==> config.mk <==
export PLATFORM = sky130hd
export DESIGN_NAME = menuScreenTop
export DESIGN_NICKNAME = d
export VERILOG_FILES = /design/src/source/screenPkg.sv /design/src/source/pixelPkg.sv /design/src/source/menuCompositor.sv /design/src/source/menuScreenTop.sv /design/src/source/pixelScanner.sv /design/src/source/playButtonSprite.sv
export SDC_FILE = /design/constraint.sdc
export NUM_CORES = 1
export LEC_CHECK = 0
export BUFFER_PORTS_ARGS = -buffer_cell sky130_fd_sc_hd__buf_4
export CAP_MARGIN = 25
export CORE_MARGIN = 3
export CORE_UTILIZATION = 60
export DETAILED_ROUTE_END_ITERATION = 10
export HOLD_SLACK_MARGIN = 0.03
export MAX_ROUTING_LAYER = met4
export PLACE_DENSITY = 0.88
export SLEW_MARGIN = 10
export SYNTH_ARGS = -nofsm -noshare
export SYNTH_HDL_FRONTEND = slang
export SYNTH_SLANG_ARGS = --single-unit
==> constraint.sdc <==
create_clock -name clk -period 3.5 [get_ports clk]
set_clock_uncertainty 0.05 [all_clocks]
set_input_delay 0 -clock clk [delete_from_list [all_inputs] [get_ports clk]]
set_output_delay 0 -clock clk [all_outputs]
set_load 0.01 [all_outputs]
==> src/source/screenPkg.sv <==
package screenPkg;

  // visible area of the menu screen in pixels
  localparam int screenWidth  = 320;
  localparam int screenHeight = 240;

  // coordinate words, sized to the screen
  typedef logic [8:0] xCoord; // 0..319
  typedef logic [7:0] yCoord; // 0..239

  // top-left corner of the play-button box, roughly centred
  localparam xCoord spriteOriginX = 9'd125;
  localparam yCoord spriteOriginY = 8'd90;

  // extent of the box that holds lettering and icon
  localparam int spriteWidth  = 61; // icon reaches column 60
  localparam int spriteHeight = 70; // lettering rows 0..29, icon rows 35..69

  // one raster position as it travels down the pipeline
  typedef struct packed {
    xCoord x;
    yCoord y;
    logic  frameStart; // set at (0,0)
    logic  lineEnd;    // set at the last column
  } scanPos;

endpackage

==> src/source/pixelPkg.sv <==
package pixelPkg;

  // 5 bits red, 6 bits green, 5 bits blue
  typedef logic [15:0] rgb565;

  // menu palette
  localparam rgb565 backgroundColor   = 16'h0008; // dark navy
  localparam rgb565 textColor         = 16'hFFFF; // white lettering
  localparam rgb565 iconColor         = 16'h07E0; // green disc
  localparam rgb565 iconSelectedColor = 16'hFFE0; // yellow once chosen

  // receiver buffer depth, also the credit count after reset
  localparam int linkCredits = 8;

  // wide enough to hold linkCredits itself
  typedef logic [3:0] creditCount;

  // one beat on the link toward the display buffer
  typedef struct packed {
    logic              valid;
    screenPkg::scanPos pos;
    rgb565             color;
  } pixelBeat;

endpackage

==> src/source/menuCompositor.sv <==
`timescale 1ns/1ps

module menuCompositor (
  input  logic               clk,
  input  logic               rstN,
  input  logic               inValid,
  input  screenPkg::scanPos  inPos,
  input  logic               textHit,
  input  logic               iconHit,
  input  logic               selected,  // level from the menu input
  output pixelPkg::pixelBeat pixelOut
);
  import screenPkg::*;
  import pixelPkg::*;

  logic   frameBeat; // first pixel of a frame is entering
  logic   selLatch;  // selection held for the running frame
  logic   selNow;
  rgb565  colorNext;
  logic   validQ;
  scanPos posQ;
  rgb565  colorQ;

  assign frameBeat = inValid && inPos.frameStart;
  assign selNow    = frameBeat ? selected : selLatch; // new frame sees its own sample

  // icon over text over background
  always_comb begin
    if (iconHit) begin
      colorNext = selNow ? iconSelectedColor : iconColor;
    end else if (textHit) begin
      colorNext = textColor;
    end else begin
      colorNext = backgroundColor;
    end
  end

  always_ff @(posedge clk or negedge rstN) begin
    if (!rstN) begin
      selLatch <= 1'b0;
      validQ   <= 1'b0;
    end else begin
      if (frameBeat) begin
        selLatch <= selected; // only sampled at frame start, no mid-frame tearing
      end
      validQ <= inValid;
    end
  end

  always_ff @(posedge clk) begin
    posQ   <= inPos;
    colorQ <= colorNext;
  end

  assign pixelOut = '{valid: validQ, pos: posQ, color: colorQ};

endmodule

==> src/source/menuScreenTop.sv <==
`timescale 1ns/1ps

module menuScreenTop (
  input  logic               clk,
  input  logic               rstN,
  input  logic               creditReturn, // one pulse per beat taken by the buffer
  input  logic               selected,
  output pixelPkg::pixelBeat pixelOut
);
  import screenPkg::*;

  logic   issueValid;
  scanPos issuePos;   // position in the issue cycle
  logic   spriteValid;
  scanPos spritePos;  // position one cycle later, beside the hits
  logic   textHit;
  logic   iconHit;

  pixelScanner uScanner (
    .clk          (clk),
    .rstN         (rstN),
    .creditReturn (creditReturn),
    .issueValid   (issueValid),
    .pos          (issuePos)
  );

  playButtonSprite uSprite (
    .clk      (clk),
    .rstN     (rstN),
    .inValid  (issueValid),
    .inPos    (issuePos),
    .outValid (spriteValid),
    .outPos   (spritePos),
    .textHit  (textHit),
    .iconHit  (iconHit)
  );

  menuCompositor uCompositor (
    .clk      (clk),
    .rstN     (rstN),
    .inValid  (spriteValid),
    .inPos    (spritePos),
    .textHit  (textHit),
    .iconHit  (iconHit),
    .selected (selected),
    .pixelOut (pixelOut)
  );

endmodule

==> src/source/pixelScanner.sv <==
`timescale 1ns/1ps

module pixelScanner (
  input  logic              clk,
  input  logic              rstN,
  input  logic              creditReturn, // one slot freed at the receiver
  output logic              issueValid,
  output screenPkg::scanPos pos
);
  import screenPkg::*;
  import pixelPkg::*;

  xCoord      xPos;    // current column
  yCoord      yPos;    // current row
  creditCount credits; // free slots at the receiver
  logic       lastX;
  logic       lastY;
  logic       firstPix;

  assign lastX    = (xPos == xCoord'(screenWidth - 1));
  assign lastY    = (yPos == yCoord'(screenHeight - 1));
  assign firstPix = (xPos == '0) && (yPos == '0);

  // a position only goes out while a receiver slot is free
  assign issueValid = (credits != '0);

  assign pos = '{
    x:          xPos,
    y:          yPos,
    frameStart: firstPix,
    lineEnd:    lastX
  };

  // credit taken at issue, so nothing downstream ever has to stall
  always_ff @(posedge clk or negedge rstN) begin
    if (!rstN) begin
      credits <= creditCount'(linkCredits); // receiver starts empty
    end else begin
      case ({issueValid, creditReturn})
        2'b10:   credits <= credits - 1'b1; // spent on this position
        2'b01:   credits <= credits + 1'b1; // beat consumed downstream
        default: credits <= credits;        // spend and return cancel out
      endcase
    end
  end

  // raster walk, advances once per issued position
  always_ff @(posedge clk or negedge rstN) begin
    if (!rstN) begin
      xPos <= '0;
      yPos <= '0;
    end else if (issueValid) begin
      if (lastX) begin
        xPos <= '0; // wrap to next line
        if (lastY) begin
          yPos <= '0; // bottom reached, new frame
        end else begin
          yPos <= yPos + 1'b1;
        end
      end else begin
        xPos <= xPos + 1'b1;
      end
    end
  end

endmodule

==> src/source/playButtonSprite.sv <==
`timescale 1ns/1ps

module playButtonSprite (
  input  logic              clk,
  input  logic              rstN,
  input  logic              inValid,
  input  screenPkg::scanPos inPos,
  output logic              outValid,
  output screenPkg::scanPos outPos,
  output logic              textHit,
  output logic              iconHit
);
  import screenPkg::*;

  logic       inBox;   // pixel lies inside the sprite box
  logic [5:0] rx;      // column relative to the box, 0..60
  logic [6:0] ry;      // row relative to the box, 0..69
  logic [6:0] my;      // icon row folded about centre row 52
  logic       textDet;
  logic       discDet;
  logic       cutDet;  // triangle cut out of the disc

  // true when v lies in lo..hi
  function automatic logic sp(input logic [5:0] v, input int lo, input int hi);
    return (v >= lo) && (v <= hi);
  endfunction

  assign inBox = (inPos.x >= spriteOriginX) && (inPos.x < spriteOriginX + spriteWidth)
              && (inPos.y >= spriteOriginY) && (inPos.y < spriteOriginY + spriteHeight);

  assign rx = 6'(inPos.x - spriteOriginX); // only meaningful when inBox
  assign ry = 7'(inPos.y - spriteOriginY);
  assign my = (ry <= 7'd52) ? ry : 7'd104 - ry; // disc is symmetric top to bottom

  // lettering, one row of spans per case item
  always_comb begin
    case (ry) inside
      0:       textDet = sp(rx, 9, 12) || sp(rx, 53, 53);
      1:       textDet = sp(rx, 8, 13) || sp(rx, 53, 53);
      2:       textDet = sp(rx, 7, 9) || sp(rx, 12, 14) || sp(rx, 53, 54);
      3:       textDet = sp(rx, 6, 8) || sp(rx, 13, 15) || sp(rx, 53, 54);
      4:       textDet = sp(rx, 6, 7) || sp(rx, 14, 15) || sp(rx, 53, 54);
      [5:6]:   textDet = sp(rx, 6, 7) || sp(rx, 15, 15) || sp(rx, 53, 54);
      [7:9]:   textDet = sp(rx, 6, 7) || sp(rx, 53, 54); // upright strokes only
      10:      textDet = sp(rx, 6, 7) || sp(rx, 9, 12) || sp(rx, 53, 54);
      11:      textDet = sp(rx, 6, 13) || sp(rx, 21, 22) || sp(rx, 24, 28)
                      || sp(rx, 36, 38) || sp(rx, 48, 54);
      12:      textDet = sp(rx, 6, 9) || sp(rx, 12, 14) || sp(rx, 22, 29)
                      || sp(rx, 37, 39) || sp(rx, 47, 54);
      13:      textDet = sp(rx, 6, 8) || sp(rx, 13, 15) || sp(rx, 22, 25) || sp(rx, 28, 30)
                      || sp(rx, 38, 39) || sp(rx, 46, 48) || sp(rx, 52, 54);
      14:      textDet = sp(rx, 6, 7) || sp(rx, 14, 15) || sp(rx, 22, 23) || sp(rx, 29, 30)
                      || sp(rx, 38, 39) || sp(rx, 45, 47) || sp(rx, 53, 54);
      15:      textDet = sp(rx, 6, 7) || sp(rx, 14, 15) || sp(rx, 22, 23) || sp(rx, 28, 30)
                      || sp(rx, 38, 39) || sp(rx, 45, 46) || sp(rx, 53, 54);
      16:      textDet = sp(rx, 6, 7) || sp(rx, 14, 15) || sp(rx, 22, 24) || sp(rx, 27, 29)
                      || sp(rx, 38, 39) || sp(rx, 45, 46) || sp(rx, 53, 54);
      17:      textDet = sp(rx, 6, 7) || sp(rx, 14, 15) || sp(rx, 22, 28)
                      || sp(rx, 38, 39) || sp(rx, 45, 46) || sp(rx, 53, 54);
      18:      textDet = sp(rx, 6, 7) || sp(rx, 14, 15) || sp(rx, 22, 23) || sp(rx, 25, 27)
                      || sp(rx, 38, 39) || sp(rx, 45, 46) || sp(rx, 53, 54);
      19:      textDet = sp(rx, 6, 7) || sp(rx, 14, 15) || sp(rx, 22, 23) || sp(rx, 30, 30)
                      || sp(rx, 38, 39) || sp(rx, 45, 47) || sp(rx, 53, 54);
      20:      textDet = sp(rx, 6, 7) || sp(rx, 14, 15) || sp(rx, 22, 24) || sp(rx, 29, 30)
                      || sp(rx, 38, 39) || sp(rx, 46, 48) || sp(rx, 52, 54);
      21:      textDet = sp(rx, 7, 7) || sp(rx, 14, 14) || sp(rx, 23, 29)
                      || sp(rx, 38, 39) || sp(rx, 47, 53);
      22:      textDet = sp(rx, 7, 7) || sp(rx, 14, 14) || sp(rx, 25, 28)
                      || sp(rx, 38, 39) || sp(rx, 48, 52);
      [23:27]: textDet = sp(rx, 38, 39); // descender
      [28:29]: textDet = sp(rx, 38, 38);
      default: textDet = 1'b0;
    endcase
  end

  // outline of the disc, upper half and middle band
  always_comb begin
    case (my) inside
      35:      discDet = sp(rx, 18, 42);
      36:      discDet = sp(rx, 11, 50);
      37:      discDet = sp(rx, 6, 54);
      38:      discDet = sp(rx, 3, 57);
      39:      discDet = sp(rx, 2, 58);
      [40:42]: discDet = sp(rx, 1, 59);
      [43:52]: discDet = sp(rx, 0, 60); // full width around the middle
      default: discDet = 1'b0;
    endcase
  end

  // play triangle, widest at the centre row
  always_comb begin
    case (my) inside
      43:      cutDet = sp(rx, 34, 37); // tip of the triangle
      44:      cutDet = sp(rx, 32, 38);
      45:      cutDet = sp(rx, 30, 38);
      46:      cutDet = sp(rx, 28, 38);
      47:      cutDet = sp(rx, 26, 38);
      48:      cutDet = sp(rx, 24, 38);
      49:      cutDet = sp(rx, 22, 38);
      50:      cutDet = sp(rx, 21, 38);
      [51:52]: cutDet = sp(rx, 20, 38);
      default: cutDet = 1'b0;
    endcase
  end

  always_ff @(posedge clk or negedge rstN) begin
    if (!rstN) begin
      outValid <= 1'b0;
    end else begin
      outValid <= inValid;
    end
  end

  // hits travel with the position they belong to
  always_ff @(posedge clk) begin
    outPos  <= inPos;
    textHit <= inBox && textDet;
    iconHit <= inBox && discDet && !cutDet; // cutout shows background
  end

endmodule

==> results of run 1 <==
[cell type report]
cell class / instances / share of cell area [%]
clock inverter: 7 / 2.46
timing repair buffer: 86 / 10.9
inverter: 20 / 1.26
multi-input combinational: 485 / 56.2
tap: 105 / 2.21
clock buffer: 9 / 2.08
sequential: 68 / 24.9
[layout by cell type (no fill, tap or decap), types with 4 or more instances in the layout]
cell type and count:
ha_1 16, nor4_1 6, nand3_1 16, a21o_1 5
nand2b_1 9, nand2_1 46, o21a_1 4, or4_1 4
nand4_1 9, nor2_1 57, o311ai_0 4, nor3_1 24
bufinv_16 4, dfxtp_1 44, xnor2_1 24, buf_4 84
dfrtp_1 22, xor2_1 7, o31ai_1 7, o21ai_0 38
or3_1 8, and3_1 8, mux2i_1 6, a31oi_1 15
a21oi_1 32, inv_1 19, a211oi_1 9, o21ai_1 4
o2111ai_1 5, clkbuf_8 9, nor2b_1 12, o211a_1 4
nand3b_1 4, nor4b_1 5, and2_1 5
[sequential cells by signal, summed over array words and instances, names as in the netlist]
signal                cells
uSprite.outValid          1
uSprite.iconHit           1
uScanner.yPos             8
uSprite.textHit           1
uScanner.xPos             9
uCompositor.colorQ        4
uCompositor.validQ        1
uCompositor.selLatch      1
uScanner.credits          4
uCompositor.pixelOut     19
uSprite.outPos           19
[metal layers]
| metal | global-route usage, % | vias up |
|---|---|---|
| met4 | 18.7 | 0 |
| met5 | - | - |
| met3 | 5.52 | 112 |
| li1 | - | 2405 |
| met2 | 62.4 | 473 |
| met1 | 47.3 | 2604 |
[power by group through the flow]
stage | Combinational [mW] | Clock, mW | Sequential (mW)
floorplan | 2.09 | 0 | 1.06
global placement | 3.12 | 0 | 1.09
detailed placement | 3.11 | 0 | 1.11
CTS | 3.15 | 0.888 | 1.10
global route | 3.52 | 0.921 | 1.13
finish | 3.32 | 0.883 | 1.11
[worst min-delay path: cells and delay by family]
kind / cells / cell delay, ps
buffers and inverters: 1 / 80
xor gates and xnor gates: 1 / 90
adders and majority gates: 1 / 250
[Yosys cell counts, types with 12 or more instances]
cell      count  area [µm²]
nor2_1       57         214
nand2_1      46         173
dfxtp_1      44         881
o21ai_0      39         195
a21oi_1      32         160
nor3_1       24         120
xnor2_1      24         210
dfrtp_1      23         576
inv_1        19        71.3
buf_2        18        90.1
ha_1         18         225
buf_4        17         128
clkbuf_1     17        63.8
nand3_1      16        80.1
a31oi_1      15        93.8
nor2b_1      12        75.1
[stage by stage]
| step | setup WS, ps | utilization, % |
|---|---|---|
| floorplan | 356 | - |
| global placement | -136 | 67.9 |
| detailed placement | -129 | 67.9 |
| CTS | 72.0 | 71.5 |
| global route | 27.5 | 71.8 |
| finish | 245 | 71.8 |
[worst min path at each step]
stage	from	end	slack, ps	cells after the start
4_1_cts	rstN	uScanner.yPos[7]	60	2
3_5_place_dp	rstN	uScanner.credits[1]	-130	1
2_1_floorplan	rstN	uCompositor.selLatch	-350	0
5_1_grt	creditReturn	uScanner.credits[0]	90	3
3_3_place_gp	rstN	uScanner.credits[1]	-130	1
6_report	creditReturn	uScanner.credits[0]	60	3
[repair_timing]
item | 4_1_cts | 5_1_grt
setup endpoints to repair | 1 | 2
resized for setup | 1 | 6
hold buffers | 2 | 0
hold endpoints to repair | 26 | 0
pin swaps | 0 | 1
[kinds of logic (layout without fill, tap and decap cells)]
group,after synthesis,count (layout)
adder cells (fa/ha/maj),18,18
XOR/XNOR,35,35
buffers and inverters,76,122
multiplexers,7,7
AO/OA/AOI/OAI,188,188
AND/OR/NAND/NOR,237,237
flip-flops,68,68
==> metrics.md, run 1 <==
| Metric | Value |
|---|---|
| Clock buffer depth | `2` |
| Post-DP HPWL | `between 10000 and 15000 µm` |
| Avg Synthesized Cell Area | `~8.2 µm²` |
| Cell area after synthesis | `approximately 0.0052 mm²` |
| Cells after Synth | `~630` |
| Final Slew Violations | `0` |
| Hold Vio Cnt, Final | `0` |
| Non-Filler Instances | `780` |
| Critical path, cell by cell | `buf_4 > o2111a_2 > xor2_1 > buf_4 > a21oi_1 > a2111oi_0 > o31ai_1 > o2111ai_1 > a211oi_1 > nor3_1 > nor4_1` |
| H-tree levels | `3` |
| Critical Path Sink Type | `register` |
| Pwr Total | `5.32 mW` |
| CP most frequent cell | `buf_4` |
| Post-Synth XOR/XNOR Area | `6.49%` |
| R2R depth | `11` |
| Worst Path Required | `approximately 3700 ps` |
| Switching pwr | `between 2 and 3 mW` |
| Final WL | `~18000 µm` |
| Worst-Margin Slew | `roughly 970 ps` |
| Overall die area | `~0.01 mm²` |
| Initial antenna violation count | `0` |
| GP Congestion | `between 1 and 1.5` |
| Slew HR | `roughly a third` |
| Die width | `between 90 and 100 µm` |
| VDD IR max | `approximately 0.7 mV` |
| Synthesized flop and latch total | `68` |
| WL met3 | `1930 µm` |
| Highest Signal Layer | `met4` |
| Number of global-route vias before repair | `between 5000 and 6000` |
| Switching share of power | `between 40% and 50%` |
| Wl on met1 | `6700 µm` |
| Setup bufs post-CTS | `0` |
| Dpl cells | `about 760` |
| Routed via count | `between 5000 and 6000` |
| Setup-failing EPs final | `0` |
| Sequential area share after synthesis | `between 20 and 30%` |
| Register area | `0.00148 mm²` |
| Worst r2r src | `uScanner.xPos[1]` |
| Final Cycle Share | `slightly above 90%` |
| Number of synthesized flops with an enable pin | `0` |
| Levels on crit path | `11` |
| DRC viols | `0` |
| Unrepaired setup endpoints after global routing | `false` |
| Clock sink total | `68` |
| Critical path endpoint | `uSprite.iconHit` |
| FP Rows | `33` |
| Slowest stage cell, crit path | `a2111oi_0` |
| Share of cells above drive strength 1 | `about a fifth` |
| HP Class | `in2reg` |
| Drt wl/cell | `23.4 µm` |
| 1st-pass router iterations | `5` |
| Initial DRC count | `between 600 and 700` |
| DR WL met2 | `around 8600 µm` |
| Internal power | `about 2.7 mW` |
| Max-Cap Viols | `0` |
| PwrDens | `893 mW/mm²` |
| Outcome | `completed` |
| Post-synthesis compound-gate area fraction | `between 20% and 30%` |
| Vias per inst | `between 7 and 8` |
| Combinational fraction of design power | `62.5%` |
| GRT overflow | `0` |
| Hold WS | `64.4 ps` |
| Root Buffer Master | `clkbuf_8` |
| Critical R2R Capture | `uSprite.iconHit` |
| Reg clk slew, reported paths | `~80 ps` |
| Dominant synthesized flop cell | `dfxtp_1` |
| Post-Synth Simple-Gate Area | `24.7%` |
| Crit path arrival time | `between 3000 and 4000 ps` |
| Die height | `about 99 µm` |
| Adder-cell share of the synthesized area | `4.34%` |
| CP max stage delay | `510 ps` |
| Largest net degree at the start of global routing | `25` |
| First-pass GRT wire length | `a little under 30000 µm` |
| CP Launch Point | `uScanner.xPos[1]` |
| Worst-skew pair later-pin latency | `roughly 340 ps` |
| Crit path launch type | `register` |
| Reg-to-reg slack, setup | `240 ps` |
| CP Class | `reg2reg` |
| Clock power share | `between 10% and 20%` |
| Fin nets | `692` |
| DP Area | `between 0.005 and 0.006 mm²` |
| Distinct cells, synth | `between 90 and 100` |
| CTS tree | `done` |
| Leakage | `~2.4 nW` |
| Tmin final | `between 3000 and 4000 ps` |
| Crit path max-delay family | `compound AO/OA/AOI/OAI gates` |
| IO Count | `40` |
| Core region area | `0.00830 mm²` |
| CP Buf/Inv Count | `2` |
| Total CTS buffers | `9` |
| Largest family of logic cells by synthesized area | `compound AO/OA/AOI/OAI gates` |
| Reg power frac | `20.9%` |
| Yosys Warn Count | `0` |
| Area Overhead vs Synth | `14.9%` |
| Post-synthesis async set-or-reset flop share | `a little over a third` |
| Layout fillers | `between 500 and 600` |
| Starting Density | `~62%` |
| Multi-input combinational cell area | `roughly 0.0033 mm²` |
| Max Fanout on Critical Path | `17` |
| Post-route cell area | `0.00596 mm²` |
| Post-route ant nets | `0` |
| Buffers added on ports | `39` |
| # diodes | `0` |
| Fmax | `307 MHz` |
| Setup TNS | `0 ps` |
| Total track usage | `between 30 and 40%` |
| Mux share of post-synthesis cell area | `under 10%` |
| Syn nets | `651` |
Power figures use the tool's default switching activity.
==> inputs of run 2 (changes only) <==
--- a/config.mk
+++ b/config.mk
@@ -7,12 +7,12 @@
 export LEC_CHECK = 0
 export BUFFER_PORTS_ARGS = -buffer_cell sky130_fd_sc_hd__buf_4
 export CAP_MARGIN = 25
-export CORE_MARGIN = 3
+export CORE_MARGIN = 2
 export CORE_UTILIZATION = 60
 export DETAILED_ROUTE_END_ITERATION = 10
 export HOLD_SLACK_MARGIN = 0.03
 export MAX_ROUTING_LAYER = met4
-export PLACE_DENSITY = 0.88
+export PLACE_DENSITY = 0.79
 export SLEW_MARGIN = 10
 export SYNTH_ARGS = -nofsm -noshare
 export SYNTH_HDL_FRONTEND = slang
==> metrics.md, run 2 (same netlist as run 1, synthesis figures left out) <==
| Metric | Value |
|---|---|
| Clock sink total | `68 (unchanged)` |
| Die height | `97.0 µm (-2.0%)` |
| FP Rows | `33 (unchanged)` |
| Tmin final | `3330 ps (+76.5 ps)` |
| Number of global-route vias before repair | `5005 (-5.8%)` |
| Initial DRC count | `763 (+12%)` |
| GRT overflow | `0 (unchanged)` |
| Total CTS buffers | `9 (unchanged)` |
| IO Count | `40 (unchanged)` |
| Pwr Total | `4.98 mW (-6.4%)` |
| Final WL | `17200 µm (-5.9%)` |
| Setup slack after layout | `168 ps (-76.5 ps)` |
| Drt wl/cell | `22.1 µm (-5.5%)` |
| Vias per inst | `6.99 (-2.5%)` |
| CTS tree | `done` |
| Critical Path Sink Type | `register` |
| Post-route ant nets | `0 (unchanged)` |
| Unrepaired setup endpoints after global routing | `false` |
| Overall die area | `0.00940 mm² (-4.0%)` |
| Final Cycle Share | `95.2% (+2.2 points)` |
| Root Buffer Master | `clkbuf_8` |
| PwrDens | `847 mW/mm² (-5.1%)` |
| Commonest non-fill, non-tap cell in the layout | `buf_4` |
| Leakage | `2.38 nW (-1.9%)` |
| DRC viols | `0 (unchanged)` |
| # diodes | `0 (unchanged)` |
| 1st-pass router iterations | `6 (+1)` |
| Post-DP HPWL | `12300 µm (-1.4%)` |
| Reg clk slew, reported paths | `70 ps (about the same)` |
| Starting Density | `62.5% (unchanged)` |
| Layout fillers | `628 (+8.1%)` |
| Routed via count | `5435 (-2.8%)` |
| Slew HR | `46.1% (+11 points)` |
| Fin nets | `689 (-0.43%)` |
| Non-Filler Instances | `777 (-0.38%)` |
| CP Class | `reg2reg` |
| Final Slew Violations | `0 (unchanged)` |
| H-tree levels | `3 (unchanged)` |
| Initial antenna violation count | `0 (unchanged)` |
| Worst-skew pair later-pin latency | `340 ps (about the same)` |
| Worst-Margin Slew | `808 ps (-158 ps)` |
| Max Fanout on Critical Path | `8 (-9)` |
| Core region area | `0.00830 mm² (unchanged)` |
| Die width | `97.0 µm (-2.0%)` |
| Area Overhead vs Synth | `13.2%` |
| VDD IR max | `0.673 mV (-3.6%)` |
| Outcome | `completed` |
| Fmax | `300 MHz (-2.3%)` |
| Setup-failing EPs final | `0 (unchanged)` |
| R2R depth | `11 (unchanged)` |
| First-pass GRT wire length | `27000 µm (-7.7%)` |
| Crit path launch type | `register` |
| Total track usage | `36.7% (-1.9 points)` |
| Share of cells above drive strength 1 | `19.6% (-0.65 points)` |
| Max-Cap Viols | `0 (unchanged)` |
| Hold Vio Cnt, Final | `0 (unchanged)` |
| Largest net degree at the start of global routing | `25 (unchanged)` |
| Worst Path Required | `3660 ps (about the same)` |
| Dpl cells | `759 (-0.39%)` |
| Commonest non-fill, non-tap cells in the layout | `buf_4 (80), nor2_1 (57), nand2_1 (46), dfxtp_1 (44), o21ai_0 (38)` |
| HP Class | `in2async` |
| Setup TNS | `0 ps (unchanged)` |
| Crit path arrival time | `3490 ps (+70 ps)` |
| GP Congestion | `1.07 (-1.3%)` |
| Buffers added on ports | `39 (unchanged)` |
| Placement Setup Slack | `123 ps (+252 ps)` |
| Clock buffer depth | `2 (unchanged)` |
-- run 2: cell types whose count changed in the layout (fill, tap and decap cells not counted), sizes merged --
cell | previous run | this run
buf | 84 | 81
bufinv | 4 | 1
clkbuf | 9 | 12
clkinvlp | 0 | 2
inv | 21 | 19
-- run 2: worst paths after layout --
path                                            end         startpoint  slack (ps)
max                                 uSprite.iconHit   uScanner.yPos[1]         170
min                                uScanner.xPos[2]               rstN          50
max reg2reg                         uSprite.iconHit   uScanner.yPos[1]         170
min reg2reg                uCompositor.pixelOut[22]  uSprite.outPos[6]         280
max in group asynchronous       uScanner.credits[3]               rstN        3060
min in group clk                uScanner.credits[0]       creditReturn          90
-- run 2: where the power goes --
| group | internal (mW) | leakage (nW) | total [mW] | switching [mW] |
|---|---|---|---|---|
| Clock | 0.348 | 0.0926 | 0.636 | 0.288 |
| Combinational | 1.22 | 1.63 | 3.23 | 2.02 |
| Sequential | 0.947 | 0.661 | 1.11 | 0.161 |
| Total | 2.51 | 2.38 | 4.98 | 2.46 |
-- run 2: layout make-up --
| class | instances | area, µm² | area share [%] |
|---|---|---|---|
| multi-input combinational | 485 | 3350 | 57.0 |
| inverter | 20 | 75.1 | 1.28 |
| timing repair buffer | 83 | 641 | 10.9 |
| clock inverter | 4 | 50.0 | 0.853 |
| sequential | 68 | 1480 | 25.3 |
| tap | 105 | 131 | 2.24 |
| clock buffer | 12 | 145 | 2.47 |
-- run 2: timing repair --
item	CTS	global route
hold endpoints to repair	26	0
hold buffers	2	0
setup endpoints to repair	0	2
resized for setup	0	6
setup buffers	0	0
-- run 2: worst max-delay path, stage by stage (launching register included) --
cell and delay [ps]:
dfrtp_1 390, inv_1 130, ha_1 270, xnor2_1 610
a21oi_1 90, a32oi_1 190, nand3b_1 280, or4_1 580
nand4_1 120, nand4_1 110, a211oi_1 300, nor4_2 90
-- run 2: per-layer routing --
layer	up-vias	global-route usage, %	part of all wire, %
li1	2394	-	-
met1	2556	46.3	39
met2	396	58.8	47
met3	89	5.27	9.6
met4	0	16.1	5.0
met5	-	-	0
-- run 2: metrics by stage --
step	utilization [%]	hold slack, ps	instance area [µm²]
final	70.7	46.7	5870
after CTS	70.4	51.4	5840
after floorplan	-	-346	5180
after detailed placement	67.8	-131	5630
after global placement	67.8	-136	5630
after global routing	70.7	63.4	5870
